File: src/hw/fir_num_pkg.sv
package fir_num_pkg;

    localparam int num_taps = 4;
    localparam int sample_width = 16;
    localparam int coef_width = 16;
    localparam int product_width = sample_width + coef_width;
    localparam int acc_width = product_width + $clog2(num_taps);  // Two guard bits for four taps.

    // Approximate multiplier shape. Rows below approx_rows are pruned under keep column.
    localparam int approx_rows = 6;
    localparam int approx_keep_column = 14;

    typedef logic signed [sample_width-1:0] sample_t;

    typedef logic signed [coef_width-1:0] coef_t;

    typedef logic signed [product_width-1:0] product_t;

    typedef logic signed [acc_width-1:0] acc_t;

    // Index 0 holds the newest sample.
    typedef sample_t [num_taps-1:0] sample_vec_t;

    typedef coef_t [num_taps-1:0] coef_vec_t;

    typedef product_t [num_taps-1:0] product_vec_t;

endpackage

File: src/hw/fir_ctrl_pkg.sv
package fir_ctrl_pkg;

    localparam int tap_addr_width = $clog2(fir_num_pkg::num_taps);

    // One mode for the whole filter.
    typedef enum logic {
        mode_exact  = 1'b0,
        mode_approx = 1'b1
    } mul_mode_t;

    // Single coefficient write, taken on the edge where en is high.
    typedef struct packed {
        logic                      en;
        logic [tap_addr_width-1:0] addr;
        fir_num_pkg::coef_t        value;
    } coef_write_t;

endpackage

File: src/hw/coef_bank.sv
`timescale 1ns/1ps

module coef_bank (
    input  logic                      clk,
    input  logic                      reset,
    input  fir_ctrl_pkg::coef_write_t coef_write,
    output fir_num_pkg::coef_vec_t    coefs
);

    always_ff @(posedge clk) begin
        if (reset) begin
            coefs <= '0;
        end else if (coef_write.en) begin
            coefs[coef_write.addr] <= coef_write.value;                // Only the addressed tap moves.
        end
    end

    a_addr_known: assert property (
        @(posedge clk) disable iff (reset)
        coef_write.en |-> !$isunknown(coef_write.addr)
    ) else $error("coef_bank: write with unknown address");

endmodule

File: config.mk
export PLATFORM = sky130hd
export DESIGN_NAME = coef_bank
export DESIGN_NICKNAME = d
export VERILOG_FILES = /design/src/hw/fir_num_pkg.sv /design/src/hw/fir_ctrl_pkg.sv /design/src/hw/coef_bank.sv
export SDC_FILE = /design/constraint.sdc
export NUM_CORES = 1
export LEC_CHECK = 0
export BUFFER_PORTS_ARGS = -buffer_cell sky130_fd_sc_hd__buf_4
export CAP_MARGIN = 15
export CORE_ASPECT_RATIO = 1.25
export CORE_MARGIN = 5
export CORE_UTILIZATION = 25
export CTS_BUF_LIST = sky130_fd_sc_hd__clkbuf_2
export CTS_CLUSTER_DIAMETER = 50
export DETAILED_ROUTE_END_ITERATION = 10
export MAX_ROUTING_LAYER = met4
export SKIP_CTS_REPAIR_TIMING = 1
export SLEW_MARGIN = 15
export SYNTH_ARGS = -nofsm -noshare
export SYNTH_HDL_FRONTEND = slang
export SYNTH_SLANG_ARGS = --single-unit
export TNS_END_PERCENT = 50
File: constraint.sdc
create_clock -name clk -period 1.95 [get_ports clk]
set_input_delay 0.0975 -clock clk [delete_from_list [all_inputs] [get_ports clk]]
set_output_delay 0.0975 -clock clk [all_outputs]
set_load 0.05 [all_outputs]
# Word level (Yosys, flattened, before mapping)
# Index checks and enable logic that the tools add are counted.
# totals
in_bits	21
ff_bits	64
out_inout_bits	64
# op_classes
n_lt_le_gt_ge	2
muxes	3
reduce_logical	1
# op_table
cell	count
64-bit bitwise mux	1
16-bit demux with 2-bit select	1
16-bit 2-to-1 mux	1
2-bit by 3-bit less-than comparator with 1-bit output (second input constant)	1
2-bit by 1-bit greater-or-equal comparator with 1-bit output (second input constant)	1
1-bit logical AND	1

# Logic depth before layout (Yosys ltp)
# logic_depth
word_depth	5
depth_mapped	5
ltp_nobuf	2

# Worst setup path after synthesis
# Ideal clock, no wire load.
# synth_path
kind	input to register
start	in coef_write[16] in the netlist's numbering
end	reg coefs[10] in the netlist's numbering
setup_ns	0.121
path_stages	4
arrival_ns	0.845
n_path_buf	2
setup_slack_ns	0.984
t_required_ns	1.829
path_cell_list	clkbuf_2 -> or3b_1 -> buf_6 -> mux2i_1
# synth_between
elab_chain_cells	5
word_cells_on_any_way	6
cone_classes	order compare: 2; mux: 3; reduce/logical: 1
# synth_rtl
element	line	source
start: declaration	coef_bank.sv:6	input fir_ctrl_pkg::coef_write_t coef_write,
2-bit by 3-bit less-than comparator with 1-bit output (not written as such) or 2-bit by 1-bit greater-or-equal comparator with 1-bit output (tied branches)	coef_bank.sv:14	coefs[coef_write.addr] <= coef_write.value;
1-bit logical AND (not written as such)	coef_bank.sv:14	
16-bit 2-to-1 mux (not written as such)	coef_bank.sv:14	
16-bit demux with 2-bit select (*)	coef_bank.sv:14	
64-bit bitwise mux (*)	coef_bank.sv:14	
end signal: indexed assignment	coef_bank.sv:14	
end: declaration	coef_bank.sv:7	output fir_num_pkg::coef_vec_t coefs
# Mark *: on every way between the ends. The rest lies on a longest branch, timed or not.
# A chain may end at the register's enable or synchronous reset.

# Final worst setup path
# layout_path
start	in coef_write[17] in the netlist's numbering
end	reg coefs[5] in the netlist's numbering
# Same word-level chain as after synthesis.

==> results.sh <==
export IMPL_total_leakage_power_nw=1.73
export IMPL_comb_power_share_pct=17.8
export IMPL_clock_tree_root_cell="sky130_fd_sc_hd__clkbuf_2"
export IMPL_finalNetCount=351
export IMPL_average_detailed_routed_wire_length_per_instance_um=14.0
export IMPL_drt_initial_drc_count=41
export IMPL_die_w_um=100
export IMPL_cts_buffers=9
export IMPL_synthCells=228
export IMPL_clock_slew_at_reported_path_ffs_ps=180
export IMPL_result_of_the_run="complete, no violations"
export IMPL_placeableCoreArea_um2=10100
export IMPL_finalInstanceArea_um2=3570
export IMPL_p_seq_share_pct=53.8
export IMPL_grt_pass1_wl_um=10100
export IMPL_layout_core_utilization_pct=35.5
export IMPL_grt_ovfl_total=0
export IMPL_max_cap_viol_count=0
export IMPL_max_clock_freq_mhz=760
export IMPL_setup_worst_path_end_class="flip-flop"
export IMPL_hold_viol_final=0
export IMPL_r2r_worst_path_cells=2
export IMPL_largest_registers="coefs: 64 flops"
export IMPL_cp_required_ps=2300
export IMPL_area_delta_synth_final_pct=39.8
export IMPL_placement_io_buffers=84
export IMPL_largest_register_ff_count=64
export IMPL_numClockSinks=64
export IMPL_fin_hold_ws_ps=133
export IMPL_yosys_register_bits=64
export IMPL_top_level_ports=85
export IMPL_grt_setup_unrepaired="no"
export IMPL_cellInternalPower_mw=1.81
export IMPL_synthesis_area_per_instance_um2=11.2
export IMPL_tightest_hold_check_type="in -> reg"
export IMPL_full_die_area_um2=12300
export IMPL_post_syn_nets=249
export IMPL_detail_route_wirelength_um=6490
export IMPL_power_density_nw_per_um2=720
export IMPL_start_kind="input port"
export IMPL_ctsLongestPathBuffers=2
export IMPL_power_switching_mw=0.760
export IMPL_worst_slew_pin_slew_ps=703
export IMPL_worst_path_max_fanout=10
export IMPL_fin_tns_setup_ps=0
export IMPL_detailedPlacementHpwl_um=4430
export IMPL_ant_nets=0
export IMPL_initial_utilization_pct=25.4
export IMPL_worstSkewPairLatency_ps=480
export IMPL_grt_antenna_before_repair=0
export IMPL_slew_viol_final=0
export IMPL_diode_count=0
export IMPL_via_per_inst=4.06
export IMPL_synth_distinct_cells=13
export IMPL_skew_ps=0
export IMPL_headroom_to_the_max_slew_limit_pct=52.9
export IMPL_synth_yosys_seq_area_share_pct=50.2
export IMPL_remaining_drc_errors=0
export IMPL_share_clk_of_total_power_pct=28.4
export IMPL_p_total_mw=2.57
export IMPL_netSwitchingFraction_pct=29.6
export IMPL_vias=1880
export IMPL_grt_start_max_net_pins=81
export IMPL_groute_usage_overall_pct=11.2
export IMPL_gp_congestion=0.660
export IMPL_first_global_vias=1873
export IMPL_finalCritPeriodShare_pct=67.5
export IMPL_max_vdd_ir_drop_uv=270
export IMPL_worstSetupPathType="in -> reg"
export IMPL_min_period_ps=1320
export IMPL_drt_pass1_iter_count=4
export IMPL_layout_common_cells="sky130_fd_sc_hd__buf_4, sky130_fd_sc_hd__nand2b_1, sky130_fd_sc_hd__mux2i_1, sky130_fd_sc_hd__dfxtp_1, sky130_fd_sc_hd__dlygate4sd3_1"
export IMPL_fraction_of_final_layout_cells_sized_beyond_drive_strength_1_pct=30.2
export IMPL_final_common_cell="sky130_fd_sc_hd__buf_4"
export IMPL_cts_tree="built"
export IMPL_number_of_cells_on_the_worst_hold_path=3
export IMPL_most_flop_heavy_register="coefs"
export IMPL_setup_viol=0
export IMPL_die_height_um=123
export IMPL_ys_warn_count=0
export IMPL_mappedNetlistArea_um2=2550
export IMPL_ctsHtreeMaxLevel=3
export IMPL_cp_arrival_ps=1660
export IMPL_placed_cell_areas_um2=3290
export IMPL_core_rowCount=41
==> through the flow <==
stage | worst slack (ps) | std cells
after floorplan | 984 | 228
after global placement | 697 | 430
after detailed placement | 687 | 430
after CTS | 693 | 445
after global routing | 645 | 463
final | 635 | 463
==> cells in the mapped netlist <==
master	number	share of area [%]
sky130_fd_sc_hd__buf_2	2	0.39
sky130_fd_sc_hd__and3b_1	1	0.34
sky130_fd_sc_hd__mux2i_1	64	25
sky130_fd_sc_hd__buf_6	2	0.88
sky130_fd_sc_hd__nand3b_1	2	0.59
sky130_fd_sc_hd__nor3b_2	1	0.49
sky130_fd_sc_hd__dfxtp_1	64	50
sky130_fd_sc_hd__clkbuf_2	1	0.20
sky130_fd_sc_hd__clkbuf_1	8	1.2
sky130_fd_sc_hd__nand3_2	1	0.39
sky130_fd_sc_hd__or3b_1	1	0.34
sky130_fd_sc_hd__buf_4	1	0.29
sky130_fd_sc_hd__nand2b_1	80	20
==> logic make-up (layout without fill, tap and decap cells) <==
group | Yosys count | count (layout) | synth area share (%)
AND/OR/NAND/NOR | 86 | 86 | 21.8
multiplexers | 64 | 64 | 25.1
flip-flops | 64 | 64 | 50.2
buffers and inverters | 14 | 120 | 2.94
==> cell type report <==
cell class	count	area, µm²
Sequential cell	64	1280
Timing Repair Buffer	105	833
Fill cell	1046	6490
Clock buffer	9	45.0
Clock inverter	6	51.3
Multi-Input combinational cell	150	1200
Tap cell	129	161
==> worst max-delay path, stage by stage <==
cell,delay [ps]
sky130_fd_sc_hd__dlygate4sd3_1,540
sky130_fd_sc_hd__buf_4,160
sky130_fd_sc_hd__or3b_1,660
sky130_fd_sc_hd__mux2i_1,200
==> power by group through the flow <==
stage	Sequential, mW	Combinational (mW)	Clock, mW
3_3_place_gp	1.41	0.431	0
2_1_floorplan	1.56	0.135	0
4_1_cts	1.38	0.437	0.780
5_1_grt	1.39	0.485	0.836
6_report	1.38	0.458	0.729
3_5_place_dp	1.41	0.435	0
==> worst paths after layout <==
| kind | start | end | slack (ps) |
|---|---|---|---|
| worst max-delay path | coef_write[17] | coefs[5]$_SDFFE_PP0P_ | 630 |
| worst min-delay path | coef_write[18] | coefs[0]$_SDFFE_PP0P_ | 130 |
| worst max register to register | coefs[55]$_SDFFE_PP0P_ | coefs[55]$_SDFFE_PP0P_ | 1320 |
| worst min register to register | coefs[53]$_SDFFE_PP0P_ | coefs[53]$_SDFFE_PP0P_ | 490 |
==> routing by layer <==
layer | vias up | GRT usage [%] | wire [µm]
li1 | 960 | - | -
met1 | 849 | 14.2 | 2990
met3 | 7 | 3.89 | 422
met5 | - | - | 0
met4 | 0 | 4.55 | 81
met2 | 64 | 16.3 | 3000
(Power assumes the default switching activity.)
