[src/hw/fir_num_pkg.sv]
package fir_num_pkg;

    localparam int num_taps = 4;
    localparam int sample_width = 16;
    localparam int coef_width = 16;
    localparam int product_width = sample_width + coef_width;
    localparam int acc_width = product_width + $clog2(num_taps);  // Two guard bits for four taps.

    // Approximate multiplier shape. Rows below approx_rows are pruned under keep column.
    localparam int approx_rows = 6;
    localparam int approx_keep_column = 14;

    typedef logic signed [sample_width-1:0] sample_t;

    typedef logic signed [coef_width-1:0] coef_t;

    typedef logic signed [product_width-1:0] product_t;

    typedef logic signed [acc_width-1:0] acc_t;

    // Index 0 holds the newest sample.
    typedef sample_t [num_taps-1:0] sample_vec_t;

    typedef coef_t [num_taps-1:0] coef_vec_t;

    typedef product_t [num_taps-1:0] product_vec_t;

endpackage

[src/hw/sample_delay_line.sv]
`timescale 1ns/1ps

module sample_delay_line (
    input  logic                     clk,
    input  logic                     reset,
    input  logic                     sample_valid,
    input  fir_num_pkg::sample_t     sample,
    output fir_num_pkg::sample_vec_t taps,
    output logic                     taps_valid
);

    always_ff @(posedge clk) begin
        if (reset) begin
            taps       <= '0;
            taps_valid <= 1'b0;
        end else begin
            taps_valid <= sample_valid;
            if (sample_valid) begin
                taps <= {taps[fir_num_pkg::num_taps-2:0], sample};    // Oldest sample drops out.
            end
        end
    end

    // Idle cycles must leave the history alone.
    a_hold_when_idle: assert property (
        @(posedge clk) disable iff (reset)
        !sample_valid |=> $stable(taps)
    ) else $error("sample_delay_line: taps moved without a valid sample");

endmodule

[config.mk]
export PLATFORM = sky130hd
export DESIGN_NAME = sample_delay_line
export DESIGN_NICKNAME = d
export VERILOG_FILES = /design/src/hw/fir_num_pkg.sv /design/src/hw/sample_delay_line.sv
export SDC_FILE = /design/constraint.sdc
export NUM_CORES = 1
export LEC_CHECK = 0
export BUFFER_PORTS_ARGS = -buffer_cell sky130_fd_sc_hd__buf_4
export CORE_MARGIN = 2
export CORE_UTILIZATION = 30
export CTS_CLUSTER_DIAMETER = 60
export CTS_CLUSTER_SIZE = 25
export DETAILED_ROUTE_END_ITERATION = 16
export GPL_TIMING_DRIVEN = 0
export PLACE_DENSITY = 0.57
export RECOVER_POWER = 25
export SLEW_MARGIN = 20
export SYNTH_ARGS = -nofsm -noshare
export SYNTH_HDL_FRONTEND = slang
export SYNTH_SLANG_ARGS = --single-unit
[constraint.sdc]
create_clock -name clk -period 0.8 [get_ports clk]
set_input_delay 0.08 -clock clk [delete_from_list [all_inputs] [get_ports clk]]
set_output_delay 0.08 -clock clk [all_outputs]
set_load 0.03 [all_outputs]
Word level (Yosys, flattened, before mapping)
Cells that the tools add are included.

storage, ports and cells
  flip-flop bits (word level) = 65
  word-level logic and storage cells = 5
  output and inout bits = 65

Depth between registers and ports, before layout
Gate-level depths: netlist of run 1.

  word-level depth = 0
  depth in mapped cells = 4

Worst setup path after synthesis of run 1
No wires, ideal clock.

  kind = register -> register
  from = register taps[32] (netlist name)
  to = register taps[48] (netlist name)
  buffers on the path = 0
  setup slack = 0.044 ns
  stages on the path, launching flop included = 3
  arrival time = 0.691 ns
  clock period less this slack = 0.756 ns
  path through = dfxtp_1 -> mux2i_1 -> nor2_1

RTL lines
  what                    line                     text
  start, declared         sample_delay_line.sv:8   output fir_num_pkg::sample_vec_t taps,
  start signal, assigned  sample_delay_line.sv:19  taps <= {taps[fir_num_pkg::num_taps-2:0], sample};

Final worst setup path of run 1
  from = register taps[40] (netlist name)
  to = output port taps[40] (netlist name)

No word-level cell between the ends.

==> impl_metrics.csv, run 1 <==
group,metric,value,unit
worst_setup_path,end_kind,"output port",
synth,syn_avg_cell_area,11.1,um^2
synth,syn-num-nets,227,
grt,grt_pass1_vias,2051,
worst_setup_path,cp_top_family,"flip-flops",
floorplan,io_pins,84,
pwr,netSwitchingPower,0.00178,W
synth,synthCells,208,
timing,setup-violations-final,65,
detailed_routing,first_pass_iters,4,
layout,diodes,0,
synth,synth_cell_types,10,
worst_setup_path,path_cells,"buf_6",
clock_network,insertion_delay,0.33,ns
worst_setup_path,worstReg2RegEnd,"taps[28]",
grt,track_usage,15.7,%
clock_network,cts_tree,"done",
pwr,p_int,0.00551,W
timing,period_share,112,%
timing,fmax,1.11,GHz
timing,worst_slack,-0.0978,ns
timing,clock-skew-final,0.00441,ns
detailed_routing,ant_nets,0,
placed_design,gp_congestion,0.727,
worst_setup_path,slowest_delay,0.36,ns
grt,met2_usage,27.5,%
timing,rsz0062_at_grt,"true",
detailed_routing,viasPerCell,4.24,
worst_setup_path,reg2reg_depth,3,
synth,ys_warn_count,0,
worst_setup_path,critPathArrivalTime,0.82,ns
detailed_routing,drt-total-wl,6390,um
detailed_routing,vias,1990,
clock_network,cts_sinks,65,
timing,slew-limit-headroom,63.2,%
layout,final_common_cell,"buf_6",
layout,syn2layout_area_growth,80.9,%
timing,slew_violations,0,
grt,antenna_found_initial,0,
grt,grt_max_degree,11,
placed_design,dp_cells,391,
worst_setup_path,r2r-start,"taps[12]",
layout,drive_gt1_share,59.4,%
placed_design,numPortBuffers,81,
grt,grt_pass1_wl,10200,um
worst_setup_path,crit_fanout,2,
floorplan,die_w,91.8,um
run_status,violations,"setup timing",
hold_path,hold_path.class,"primary input to flop",
grt,grt.overflow.total,0,
floorplan,coreArea,7610,um^2
pwr,ir_worst_vdd,0.000944,V
synth,synth_seq_cells,65,
layout,finalNetCount,382,
job,drv_cap,0,
pwr,clkPwrFrac,37.9,%
clock_network,htreeDepth,3,
run_status,status,"finished with violations",
worst_setup_path,startpoint_type,"flop",
synth,syn_area,2310,um^2
worst_setup_path,path_class,"flop to output port",
pwr,static-leakage-power,2.01,nW
synth,seq_area_frac_synth,56.3,%
worst_setup_path,crit_path_start,"taps[40]",
timing,finalSetupTns,-5.13,ns
pwr,combPwrFrac,15.0,%
timing,hold_viol_final,0,
floorplan,num_rows,32,
hold_path,min_from,"reset",
layout,most-common-layout-cells,"93 x buf_6, 64 x nor2_1, 64 x dfxtp_2",
timing,min_period,0.898,ns
grt,grt.busiest_layer,"met2",
clock_network,cts-root-buf,"clkbuf_8",
worst_setup_path,required,0.72,ns
floorplan,die_area,8420,um^2
pwr,cellPowerDensity,1740,nW/um^2
grt,grt_util_met3,3.94,%
pwr,p_total,0.00729,W
worst_setup_path,critPathBufInv,1,
detailed_routing,post_drt_wl_per_cell,13.6,um
clock_network,cts_made_buffers,9,
worst_setup_path,r2r_setup_slack,0.03,ns
pwr,switching_share,24.4,%
detailed_routing,drc_errors,0,
detailed_routing,drt_iter0_drc,39,
floorplan,start_util,30.4,%
floorplan,die_y,91.8,um
hold_path,whs_path_depth,2,
grt,gr-usage-met1,18.3,%
clock_network,path_clk_slew,0.07,ns
placed_design,dp_slack,-0.272,ns
placed_design,dp_hpwl,3980,um
layout,finalNonFillerCells,469,
hold_path,hold_path_end,"taps[13]",
worst_setup_path,critPathSlowestCell,"dfxtp_2",
clock_network,clk_path_buf_depth,2,
layout,fill_cells,687,
timing,worstMarginPinSlew,0.553,ns
pwr,seqPwrFrac,47.1,%
-- power by group through the flow --
stage / clock [W] / sequential [W] / combinational, W
detailed placement: 0 / 0.00348 / 0.000807
global route: 0.00298 / 0.00344 / 0.00117
global placement: 0 / 0.00348 / 0.000801
CTS: 0.00283 / 0.00342 / 0.00107
floorplan: 0 / 0.00366 / 0.000323
finish: 0.00276 / 0.00343 / 0.00109
-- worst max-delay path by stage --
| stage | to | slack [ns] | cells after the start |
|---|---|---|---|
| finish | taps[40] | -0.1 | 1 |
| detailed placement | taps[45] | -0.27 | 3 |
| floorplan | taps[48] | 0.04 | 2 |
| global route | taps[20] | -0.13 | 1 |
| CTS | taps[36] | -0.11 | 1 |
| global placement | taps[43] | -0.28 | 3 |
-- worst reg2reg max path, stage by stage, from the launching register on --
cell     delay [ns]
dfxtp_2        0.33
buf_4          0.13
mux2i_1        0.13
nor2_1         0.06
-- cell type report --
class | instances | area, um^2 | area share, %
Tap cell | 102 | 128 | 3.05
Clock inverter | 3 | 40.0 | 0.958
Buffer | 14 | 113 | 2.69
Timing Repair Buffer | 144 | 1470 | 35.1
Multi-Input combinational cell | 129 | 895 | 21.4
Clock buffer | 12 | 155 | 3.71
Sequential cell | 65 | 1390 | 33.1
-- through the flow --
stage	cell area [um^2]	hold slack, ns	util, %
floorplan	2310	0.227	-
global placement	3050	0.314	40.0
detailed placement	3050	0.322	40.0
CTS	4070	0.0689	53.5
global route	4180	0.0927	55.0
finish	4180	0.0625	55.0
-- routing by layer --
metal	wire length [um]	vias up
met4	74	0
met5	0	-
met1	2810	927
met3	361	6
li1	-	1001
met2	3150	56
-- what timing repair did --
| action | 4_1_cts | 5_1_grt |
|---|---|---|
| buffers inserted | 45 | 2 |
| setup endpoints to repair | 65 | 98 |
| endpoints found under the hold margin | 16 | 0 |
| pin swaps | 0 | 4 |
| hold buffers | 16 | 0 |
| resized for setup | 131 | 29 |
-- flip-flops by register name, summed over array words and instances (netlist names) --
| name | flops |
|---|---|
| taps | 64 |
| taps_valid | 1 |
-- synthesized netlist by cell type --
library cell  instances  share of area [%]
dfxtp_1              65                 56
mux2i_1              64                 28
nor2_1               64                 10
buf_8                 5                3.2
buf_1                 4               0.65
buf_2                 2               0.43
buf_4                 1               0.32
buf_6                 1               0.49
clkbuf_1              1               0.16
nor2b_1               1               0.27
-- cells by family (layout without fill, tap and decap cells) --
kind of cell | after synthesis | count (layout) | share of synthesized area [%]
buffers and inverters | 14 | 173 | 5.31
and+or+nand+nor | 65 | 65 | 10.7
DFF | 65 | 65 | 56.3
muxes | 64 | 64 | 27.7
No activity file was read; power rests on OpenSTA's default activity.
==> inputs of run 2 (changes only) <==
--- a/config.mk
+++ b/config.mk
@@ -14,6 +14,8 @@
 export GPL_TIMING_DRIVEN = 0
 export PLACE_DENSITY = 0.57
 export RECOVER_POWER = 25
+export REMOVE_ABC_BUFFERS = 1
+export SETUP_SLACK_MARGIN = 0.1
 export SLEW_MARGIN = 20
 export SYNTH_ARGS = -nofsm -noshare
 export SYNTH_HDL_FRONTEND = slang
==> impl_metrics.csv, run 2 (same netlist as run 1, synthesis figures left out) <==
group,metric,value,unit
run_status,status,"finished with violations",
run_status,violations,"hold timing, setup timing",
layout,diodes,0,
worst_setup_path,cp_top_family,"flip-flops",
grt,grt_pass1_wl,8490,um
detailed_routing,route.met2.wl,2450,um
pwr,cellPowerDensity,1690,nW/um^2
placed_design,dp_slack,-0.601,ns
layout,largest_register_ffs,64,
layout,drive_gt1_share,61.1,%
layout,final_common_cell,"buf_6",
grt,grt.overflow.total,0,
clock_network,cts_tree,"done",
timing,worst_slack,-0.0957,ns
worst_setup_path,crit_path_start,"taps[42]",
timing,clock-skew-final,0.00705,ns
worst_setup_path,path_cells,"buf_6",
pwr,ir_worst_vdd,0.000990,V
floorplan,coreArea,7610,um^2
timing,slew-limit-headroom,52.6,%
placed_design,gp_congestion,0.646,
timing,hold_slack,-0.0150,ns
timing,setup-violations-final,66,
worst_setup_path,r2r_setup_slack,-0.01,ns
worst_setup_path,reg2reg_depth,3,
timing,fmax,1.12,GHz
worst_setup_path,path_class,"flop to output port",
layout,reg.largest.list,"taps: 64 flops, taps_valid: 1 flops",
layout,postLayoutCellArea,3940,um^2
worst_setup_path,startpoint_type,"flop",
worst_setup_path,crit_fanout,2,
worst_setup_path,slowest_delay,0.36,ns
timing,worstMarginPinSlew,0.711,ns
grt,grt_pass1_vias,1919,
clock_network,htreeDepth,3,
clock_network,cts_sinks,65,
hold_path,hold_path_end,"taps[9]",
grt,grt_max_degree,66,
detailed_routing,wl_met1,2280,um
layout,utilization,51.8,%
detailed_routing,drt_iter0_drc,34,
clock_network,clk_path_buf_depth,2,
floorplan,die_area,8420,um^2
floorplan,num_rows,32,
clock_network,cts-root-buf,"clkbuf_8",
job,drv_cap,0,
detailed_routing,drc_errors,0,
worst_setup_path,r2r-start,"taps[29]",
detailed_routing,drt-total-wl,5080,um
layout,finalNetCount,353,
timing,period_share,112,%
timing,hold_viol_final,11,
detailed_routing,viasPerCell,4.23,
worst_setup_path,required,0.72,ns
placed_design,dp_hpwl,2710,um
worst_setup_path,worstReg2RegEnd,"taps[45]",
worst_setup_path,crit_cells,1,
floorplan,start_util,30.4,%
pwr,static-leakage-power,1.86,nW
layout,regMostFlops,"taps",
detailed_routing,ant_nets,0,
floorplan,die_y,91.8,um
layout,syn2layout_area_growth,70.4,%
worst_setup_path,critPathSlowestCell,"dfxtp_2",
detailed_routing,post_drt_wl_per_cell,11.5,um
timing,slew_violations,0,
clock_network,cts_made_buffers,9,
placed_design,numPortBuffers,83,
detailed_routing,first_pass_iters,3,
clock_network,insertion_delay,0.33,ns
hold_path,hold_path.class,"primary input to flop",
detailed_routing,highest_layer,"met4",
timing,min_period,0.896,ns
grt,track_usage,12.5,%
placed_design,dpl_cell_area,2940,um^2
hold_path,min_from,"sample[9]",
floorplan,die_w,91.8,um
layout,fill_cells,733,
grt,antenna_found_initial,0,
hold_path,whs_path_depth,3,
worst_setup_path,critPathBufInv,1,
clock_network,path_clk_slew,0.07,ns
worst_setup_path,critPathArrivalTime,0.82,ns
floorplan,io_pins,84,
detailed_routing,vias,1866,
layout,most-common-layout-cells,"108 x buf_6, 65 x dfxtp_2, 64 x nor2_1",
worst_setup_path,end_kind,"output port",
timing,rsz0062_at_grt,"true",
detailed_routing,met3_length,292,um
==> run 2: worst max-delay path by stage <==
stage                     to  slack, ns
CTS                 taps[16]      -0.11
finish              taps[42]       -0.1
floorplan           taps[16]       0.04
detailed placement  taps[59]      -0.60
global placement     taps[6]      -0.59
global route        taps[10]      -0.14
==> run 2: cell type report <==
class                   count  area (um^2)  share of cell area, %
flip-flops and latches     65         1380                   35.1
repair buffers            129         1380                   35.0
multi-input cells         129          895                   22.7
clock buffers              12          135                   3.43
well taps                 102          128                   3.24
clock inverters             4         20.0                  0.508
==> run 2: layer usage <==
layer | vias to the layer above | GRT usage, %
met5 | - | 0
li1 | 937 | -
met1 | 871 | 15.0
met4 | 0 | 3.73
met2 | 51 | 20.4
met3 | 7 | 5.01
==> run 2: stage by stage <==
| step | instances | setup TNS, ns | hold WS [ns] | power (W) |
|---|---|---|---|---|
| finish | 441 | -4.95 | -0.0150 | 0.00667 |
| global route | 441 | -8.61 | -0.0255 | 0.00701 |
| CTS | 442 | -6.27 | -0.0313 | 0.00674 |
| detailed placement | 379 | -37.65 | 0.322 | 0.00421 |
| global placement | 379 | -37.33 | 0.314 | 0.00421 |
| floorplan | 194 | 0 | 0.152 | 0.00383 |
==> run 2: power breakdown <==
group	switching [W]	internal [W]	total, W	leakage, nW
combinational	0.000465	0.000511	0.000976	1.22
clock	0.00115	0.00111	0.00225	0.0839
sequential	0.0000847	0.00335	0.00344	0.558
==> run 2: what timing repair did <==
action / CTS / global route
pin swaps: 0 / 29
resized for setup: 141 / 44
setup buffers: 47 / 4
setup endpoints to repair: 130 / 128
hold endpoints to repair: 16 / 11
