===== src/hw/fir_num_pkg.sv =====
package fir_num_pkg;

    localparam int num_taps = 4;
    localparam int sample_width = 16;
    localparam int coef_width = 16;
    localparam int product_width = sample_width + coef_width;
    localparam int acc_width = product_width + $clog2(num_taps);  // Two guard bits for four taps.

    // Approximate multiplier shape. Rows below approx_rows are pruned under keep column.
    localparam int approx_rows = 6;
    localparam int approx_keep_column = 14;

    typedef logic signed [sample_width-1:0] sample_t;

    typedef logic signed [coef_width-1:0] coef_t;

    typedef logic signed [product_width-1:0] product_t;

    typedef logic signed [acc_width-1:0] acc_t;

    // Index 0 holds the newest sample.
    typedef sample_t [num_taps-1:0] sample_vec_t;

    typedef coef_t [num_taps-1:0] coef_vec_t;

    typedef product_t [num_taps-1:0] product_vec_t;

endpackage


===== src/hw/tap_adder_tree.sv =====
`timescale 1ns/1ps

module tap_adder_tree (
    input  logic                      clk,
    input  logic                      reset,
    input  logic                      in_valid,
    input  fir_num_pkg::product_vec_t products,
    output fir_num_pkg::acc_t         sum,
    output logic                      sum_valid
);

    fir_num_pkg::acc_t sum_lo;
    fir_num_pkg::acc_t sum_hi;
    fir_num_pkg::acc_t sum_next;

    // First level, products sign-extended to the full sum width.
    assign sum_lo = fir_num_pkg::acc_t'(products[0]) + fir_num_pkg::acc_t'(products[1]);
    assign sum_hi = fir_num_pkg::acc_t'(products[2]) + fir_num_pkg::acc_t'(products[3]);

    assign sum_next = sum_lo + sum_hi;                               // Guard bits absorb the carry.

    always_ff @(posedge clk) begin
        if (reset) begin
            sum       <= '0;
            sum_valid <= 1'b0;
        end else begin
            sum_valid <= in_valid;
            if (in_valid) begin
                sum <= sum_next;
            end
        end
    end

    // Upstream stages are cleared too, so nothing can leak out right after reset.
    a_quiet_after_reset: assert property (
        @(posedge clk)
        reset |-> ##1 !sum_valid ##1 !sum_valid
    ) else $error("tap_adder_tree: sum_valid high just after reset");

endmodule


===== config.mk =====
export PLATFORM = sky130hd
export DESIGN_NAME = tap_adder_tree
export DESIGN_NICKNAME = d
export VERILOG_FILES = /design/src/hw/fir_num_pkg.sv /design/src/hw/tap_adder_tree.sv
export SDC_FILE = /design/constraint.sdc
export NUM_CORES = 1
export LEC_CHECK = 0
export BUFFER_PORTS_ARGS = -buffer_cell sky130_fd_sc_hd__buf_2
export CAP_MARGIN = 20
export CORE_MARGIN = 4
export CORE_UTILIZATION = 40
export DETAILED_ROUTE_END_ITERATION = 8
export MAX_ROUTING_LAYER = met4
export PLACE_DENSITY_LB_ADDON = 0.08
export SLEW_MARGIN = 20
export SYNTH_ARGS = -nofsm -noshare
export SYNTH_HDL_FRONTEND = slang
export SYNTH_SLANG_ARGS = --single-unit
export TNS_END_PERCENT = 10

===== constraint.sdc =====
create_clock -name clk -period 9.44 [get_ports clk]
set_input_delay 0.472 -clock clk [delete_from_list [all_inputs] [get_ports clk]]
set_output_delay 0.472 -clock clk [all_outputs]
set_load 0.01 [all_outputs]

# [Yosys cells after proc, flatten, opt, wreduce, memory -nomap -nowiden]
# Cells that the tools add are included.
[word_totals] ff_bits=35 in_bits=131 output_inout_bits=35 word_cells=5
[classes] addsub=3
[op_table] op="adder 32 x 32 -> 33 bit" n=2
[op_table] op="adder 33 x 33 -> 34 bit" n=1

# [Longest topological paths before layout]
# Gate-level depths: netlist of run 1.
[depth] depth_word=2 depth_mapped=14

# [Worst setup path before layout of run 1]
# OpenSTA, ideal clock, no wires.
[synth_timing] path_kind="input -> register" start="in products[1] (netlist bit)" end="reg sum[21]" arrival_ns=3.484 slack_ns=5.829 stages=12 path_buffers=0 cell_sequence="fa_1 fa_1 ha_1 fa_1 a21oi_1 o22ai_1 o21ai_0 nand3_1 a21boi_2 o21bai_1 and4b_1 or3_1"
[synth_between] elab_chain_cells=2
[synth_rtl] element="start, declared" line_no="tap_adder_tree.sv:7" rtl="input fir_num_pkg::product_vec_t products,"
[synth_rtl] element="adder 32 x 32 -> 33 bit" line_no="tap_adder_tree.sv:17" rtl="assign sum_lo = fir_num_pkg::acc_t'(products[0]) + fir_num_pkg::acc_t'(products[1]);"
[synth_rtl] element="adder 33 x 33 -> 34 bit" line_no="tap_adder_tree.sv:20" rtl="assign sum_next = sum_lo + sum_hi;"
[synth_rtl] element="end signal, assigned" line_no="tap_adder_tree.sv:29" rtl="sum <= sum_next;"
[synth_rtl] element="end, declared" line_no="tap_adder_tree.sv:8" rtl="output fir_num_pkg::acc_t sum,"
# No other way between the ends.
# A chain may end at the register's enable or synchronous reset.

# [Worst setup path after layout of run 1]
# Same ends and word-level chain as after synthesis.

==> results of run 1 <==
tightest hold or removal path, cell delays in order, from the launching register on:
cell,delay [ns]
dfxtp_1,0.30
nand2b_1,0.06
a21oi_1,0.05
power groups by stage:
| stage | clock (mW) | sequential, mW | combinational (mW) |
|---|---|---|---|
| detailed placement | 0 | 0.220 | 0.808 |
| finish | 0.169 | 0.217 | 0.806 |
| CTS | 0.172 | 0.217 | 0.814 |
| global route | 0.178 | 0.224 | 0.917 |
| floorplan | 0 | 0.239 | 0.578 |
| global placement | 0 | 0.219 | 0.802 |
layer usage:
metal | up-vias | wire length, um | share of wire
li1 | 2286 | - | -
met2 | 117 | 5678 | 0.49
met4 | 0 | 137 | 0.012
met5 | - | 0 | 0
met1 | 2071 | 5167 | 0.44
met3 | 9 | 683 | 0.059
state kept, by name, summed over array words and instances, names as in the netlist:
register	cells
sum	34
sum_valid	1
how the worst max path moves through the flow:
| stage | from | endpoint | slack [ns] | depth (start not counted) |
|---|---|---|---|---|
| CTS | products[1] | sum[21] | 5.70 | 13 |
| floorplan | products[1] | sum[21] | 5.83 | 12 |
| finish | products[1] | sum[21] | 5.70 | 13 |
| detailed placement | products[1] | sum[21] | 5.42 | 13 |
| global route | products[1] | sum[33] | 5.47 | 13 |
| global placement | products[1] | sum[21] | 5.49 | 13 |
placed cells by master, fill, tap and decap left out, drive strengths merged, types with 3 or more instances in the layout:
cell type  instances
inv              175
or3b               3
a31oi              9
a21o              23
buf              166
nand4              8
mux2i             22
nor3               6
nand2b             6
o211ai             6
or3                4
and3               3
o21ai             25
a21oi             31
nor2              44
nor2b              6
ha                33
xnor2             16
xor2               4
dfxtp             35
fa                65
a211oi             6
a22oi              3
clkbuf             6
o21a               3
nand3              7
nor3b              5
nand2             27
o21bai             4
synth_stat cells, drive strengths merged (9+ instances only):
cell and count:
nand2 27, fa 65, a31oi 9, o21ai 25, nor2 44, inv 175
a21oi 31, a21o 23, clkbuf 17, dfxtp 35, mux2i 22, ha 33
xnor2 16
cell type report:
cell class	instances	area, um^2
inverters	175	656.9
fillers	1249	6067
repair buffers	166	833.3
well taps	168	210.2
clock inverters	1	5.005
clock buffers	6	138.9
multi-input cells	396	3600
flip-flops and latches	35	700.7
kinds of logic after synthesis:
kind of cell,synth area share
compound gates,0.1649
xor+xnor,0.03462
fa+ha+maj,0.3388
buf+inv,0.1501
flops,0.1385
mux,0.04352
simple gates,0.1296
==> results.yml, run 1 <==
power_and_ir_drop:
  powerDensity_nw_per_um2: 193.8
  vdd_drop_max_uv: 69.15
  combPwrFrac: 0.676
  power.switching_mw: 0.5446
  p_leak_nw: 3.492
  total_power_mw: 1.191
  swShare: 0.4573
  p_int_mw: 0.6465
  seqPwrFrac: 0.182
  clkPwrFrac: 0.142
clocking:
  clkTransAtPathRegs_ns: 0.06
  cts_made_buffers: 5
  cts_tree: "built"
  cts_sinks: 35
  cts_hold_buf: 0
  root_buffer: "clkbuf_16"
  clk_latency_ns: 0.28
  cts-resized-gates: 0
  htree_levels: 2
  post_cts_buffers: 0
  clk_path_buf_depth: 2
final_layout:
  layout-drive-gt1-share: 0.2336
  final_area_um2: 6145
  antenna_cells: 0
  area_growth_pct: 21.44
  final_core_util: 0.5032
  instances_no_fill: 947
  nets: 1008
route:
  wl_per_cell_um: 12.32
  ant_nets: 0
  dr.pass1.iters: 4
  drc: 0
  vias: 4483
  drt_iter0_markers: 186
  via_per_inst: 4.734
  routed_wl_um: 11670
timing:
  fin_crit_ns: 3.735
  max_freq_mhz: 267.7
  setup_viol: 0
  slew_headroom: 0.4421
  hold_viol_final: 0
  max_slew.worst_pin.slew_ns: 0.8368
  rsz0062_at_grt: "no"
  slew_viol_final: 0
  fin_crit_sh: 0.3957
  worst_slack_ns: 5.705
  whs_ns: 0.4681
  setup_tns_ns: 0
  fin_skew_ns: 0
synthesis:
  ys_warn_count: 0
  async_reset_ff_frac: 0
  yosysTopAreaCell: "fa_1"
  syn-instance-count: 629
  yosys-top-cells-area: "fa_1 (26%), dfxtp_1 (14%), inv_1 (13%), ha_1 (8.2%), mux2i_1 (4.4%)"
  postSynthAreaPerCell_um2: 8.044
  syn_area_um2: 5060
  synth_ff_type: "dfxtp_1"
  ys_seq_area_frac: 0.1385
  synth_seq_cells: 35
  synthDistinctLibCells: 57
  synth_top_area_share: 0.2572
  synth_edf_count: 0
  synth_nets: 858
setup_path:
  cp-start-kind: "primary input"
  crit_required_ns: 9.60
  worstPathArrival_ns: 3.90
  rr_worst_depth: 3
  reg2reg_slack_ns: 8.45
  crit_path_max_fanout: 3
  crit_type: "primary input to flip-flop"
  slowest_delay_ns: 0.55
  cpLargestDelayFamily: "adder cells"
  reg2reg_to: "sum[33]"
  regToRegStartpoint: "sum[33]"
  path_buf_inv: 1
  crit_path_frequent_cell: "fa_1"
  crit_slowest_cell: "fa_1"
  path_cells: "buf_2 > fa_1 > fa_1 > ha_1 > fa_1 > a21oi_1 > o22ai_1 > o21ai_0 > nand3_1 > a21boi_2 > o21bai_1 > and4b_1 > or3_1"
  critical_path.endpoint_type: "flip-flop"
flow_run:
  cap_violations: 0
grt:
  met3_usage: 0.02198
  grt_first_pass_wirelength_um: 20670
  top_usage_layer: "met2"
  grt_max_degree: 56
  grt-ovfl-total: 0
  grt_pass1_vias: 4697
  use_met2: 0.3056
  grt_util_met1: 0.2104
  antenna_found_initial: 0
  grt_usage: 0.1719
placement:
  post_dp_cell_area_um2: 6001
  place_ws_ns: 5.422
  placedCellCount: 940
  dp_hpwl_um: 9851
  gp_congestion: 0.8809
  port_buffers: 165
status:
  status: "completed"
min_path:
  hold_end: "sum[23]"
  min_path_cells: 2
  hold_class: "flip-flop to flip-flop"
  hp-start: "sum[23]"
floorplanning:
  core_area_um2: 12210
  die-width_um: 120.5
  dieArea_um2: 14510
  die_h_um: 120.5
  initial_core_util: 0.4143
  ioPinCount: 166
  rows: 40
No activity file was read; power rests on OpenSTA's default activity.
==> run 2: changes to the inputs <==
- clock period: 9.44 -> 3.4 ns (I/O delays scaled with it)
==> run 2 against run 1 <==
Non-clock buffer count increased by 42. Sequential cell count stayed put. Clock-buffer cell count stayed put. Clock skew unchanged. Cell area increased by 5.7%. Largest cell class unchanged. Highest routed layer unchanged.
==> results.yml, run 2 (synthesis gave the netlist of run 1 again) <==
floorplanning:
  die-width_um: 120.5
  die_h_um: 120.5
  rows: 40
  ioPinCount: 166
  initial_core_util: 0.4143
  dieArea_um2: 14510
  core_area_um2: 12210
power_and_ir_drop:
  total_power_mw: 3.672
  combPwrFrac: 0.690
  p_int_mw: 2.082
  p_leak_nw: 3.699
  clkPwrFrac: 0.143
  seqPwrFrac: 0.167
  powerDensity_nw_per_um2: 565.4
  power.switching_mw: 1.589
  swShare: 0.4329
  vdd_drop_max_uv: 227.3
clocking:
  htree_levels: 2
  cts_hold_buf: 0
  clkTransAtPathRegs_ns: 0.06
  cts_sinks: 35
  root_buffer: "clkbuf_16"
  cts_made_buffers: 5
  clk_path_buf_depth: 2
  cts_tree: "built"
  post_cts_buffers: 0
  clk_latency_ns: 0.27
timing:
  max_slew.worst_pin.slew_ns: 0.8864
  fin_crit_sh: 0.9622
  slew_headroom: 0.4091
  setup_viol: 0
  rsz0062_at_grt: "yes"
  fin_crit_ns: 3.271
  fin_skew_ns: 0
  slew_viol_final: 0
  hold_viol_final: 0
  worst_slack_ns: 0.1287
  max_freq_mhz: 305.7
setup_path:
  critical_path.endpoint_type: "flip-flop"
  crit_path_max_fanout: 3
  cp-start-kind: "primary input"
  crit_required_ns: 3.59
  worstPathArrival_ns: 3.46
  crit_type: "primary input to flip-flop"
  startpoint: "products[1]"
  regToRegStartpoint: "sum[30]"
placement:
  port_buffers: 165
  gp_congestion: 0.8712
  dp_hpwl_um: 10710
  place_ws_ns: -0.2869
final_layout:
  area_growth_pct: 28.34
  final_common_cell: "inv_1"
  top_regs: "sum: 34 flops, sum_valid: 1 flops"
  layout-drive-gt1-share: 0.2765
  largest_reg_flops: 34
  nets: 1050
  top_register: "sum"
  antenna_cells: 0
  layout_common_cells: "inv_1 (175), buf_2 (165), fa_1 (65), nor2_1 (44), buf_4 (43)"
route:
  wl_per_cell_um: 12.66
  vias: 4656
  via_per_inst: 4.708
  drc: 0
  routed_wl_um: 12520
  dr.pass1.iters: 5
  ant_nets: 0
  drt_iter0_markers: 140
grt:
  grt_pass1_vias: 4730
  grt_usage: 0.1782
  grt-ovfl-total: 0
  grt_max_degree: 46
  antenna_found_initial: 0
  grt_first_pass_wirelength_um: 21250
min_path:
  hp-start: "products[96]"
  hold_class: "primary input to flip-flop"
flow_run:
  cap_violations: 0
status:
  status: "completed"
[run 2: area by class of cell]
type / instances / area [um^2]
clock buffers: 6 / 128.9
clock inverters: 1 / 30.03
fillers: 1245 / 5718
inverters: 175 / 656.9
multi-input cells: 396 / 3618
flip-flops and latches: 35 / 700.7
well taps: 168 / 210.2
repair buffers: 208 / 1149
[run 2: critical path, stage by stage]
cell	delay (ns)
buf_2	0.11
fa_1	0.55
fa_1	0.42
ha_1	0.24
fa_1	0.42
a21oi_2	0.19
o22ai_1	0.14
o21ai_2	0.17
a31oi_2	0.15
o21ai_1	0.17
o21ai_1	0.09
or4b_1	0.49
a31oi_1	0.15
[run 2: power groups by stage]
stage | sequential (mW) | combinational (mW) | clock [mW]
floorplan | 0.665 | 1.61 | 0
global placement | 0.622 | 2.52 | 0
detailed placement | 0.623 | 2.53 | 0
CTS | 0.616 | 2.55 | 0.539
global route | 0.631 | 2.86 | 0.555
finish | 0.614 | 2.53 | 0.524
[run 2: per-layer routing]
| metal | routed length (um) | vias to the layer above | track usage |
|---|---|---|---|
| li1 | - | 2371 | - |
| met1 | 5722 | 2154 | 0.2281 |
| met2 | 6041 | 119 | 0.3133 |
| met3 | 612 | 12 | 0.01403 |
| met4 | 140 | 0 | 0.03329 |
| met5 | 0 | - | - |
[run 2: final timing paths]
| check | cells past startpoint | slack, ns | to |
|---|---|---|---|
| max | 13 | 0.13 | sum[33] |
| min | 4 | 0.27 | sum[0] |
| min reg2reg | 2 | 0.47 | sum[29] |
| max reg2reg | 2 | 2.46 | sum[30] |
[run 2: repair_timing]
action | in CTS | in global routing
gates cloned | 0 | 0
gates resized for setup | 1 | 4
setup endpoints to repair | 2 | 6
[run 2: metrics by stage]
| stage | hold slack, ns | std cells | utilization | cell area [um^2] | TNS, ns |
|---|---|---|---|---|---|
| global route | 0.2753 | 989 | 0.5318 | 6494 | -0.04732 |
| finish | 0.2685 | 989 | 0.5318 | 6494 | 0 |
| detailed placement | 0.4625 | 982 | 0.5172 | 6316 | -1.313 |
| CTS | 0.2628 | 989 | 0.5302 | 6475 | 0 |
| floorplan | 0.4310 | 629 | - | 5060 | 0 |
| global placement | 0.4634 | 982 | 0.5172 | 6316 | -0.8877 |
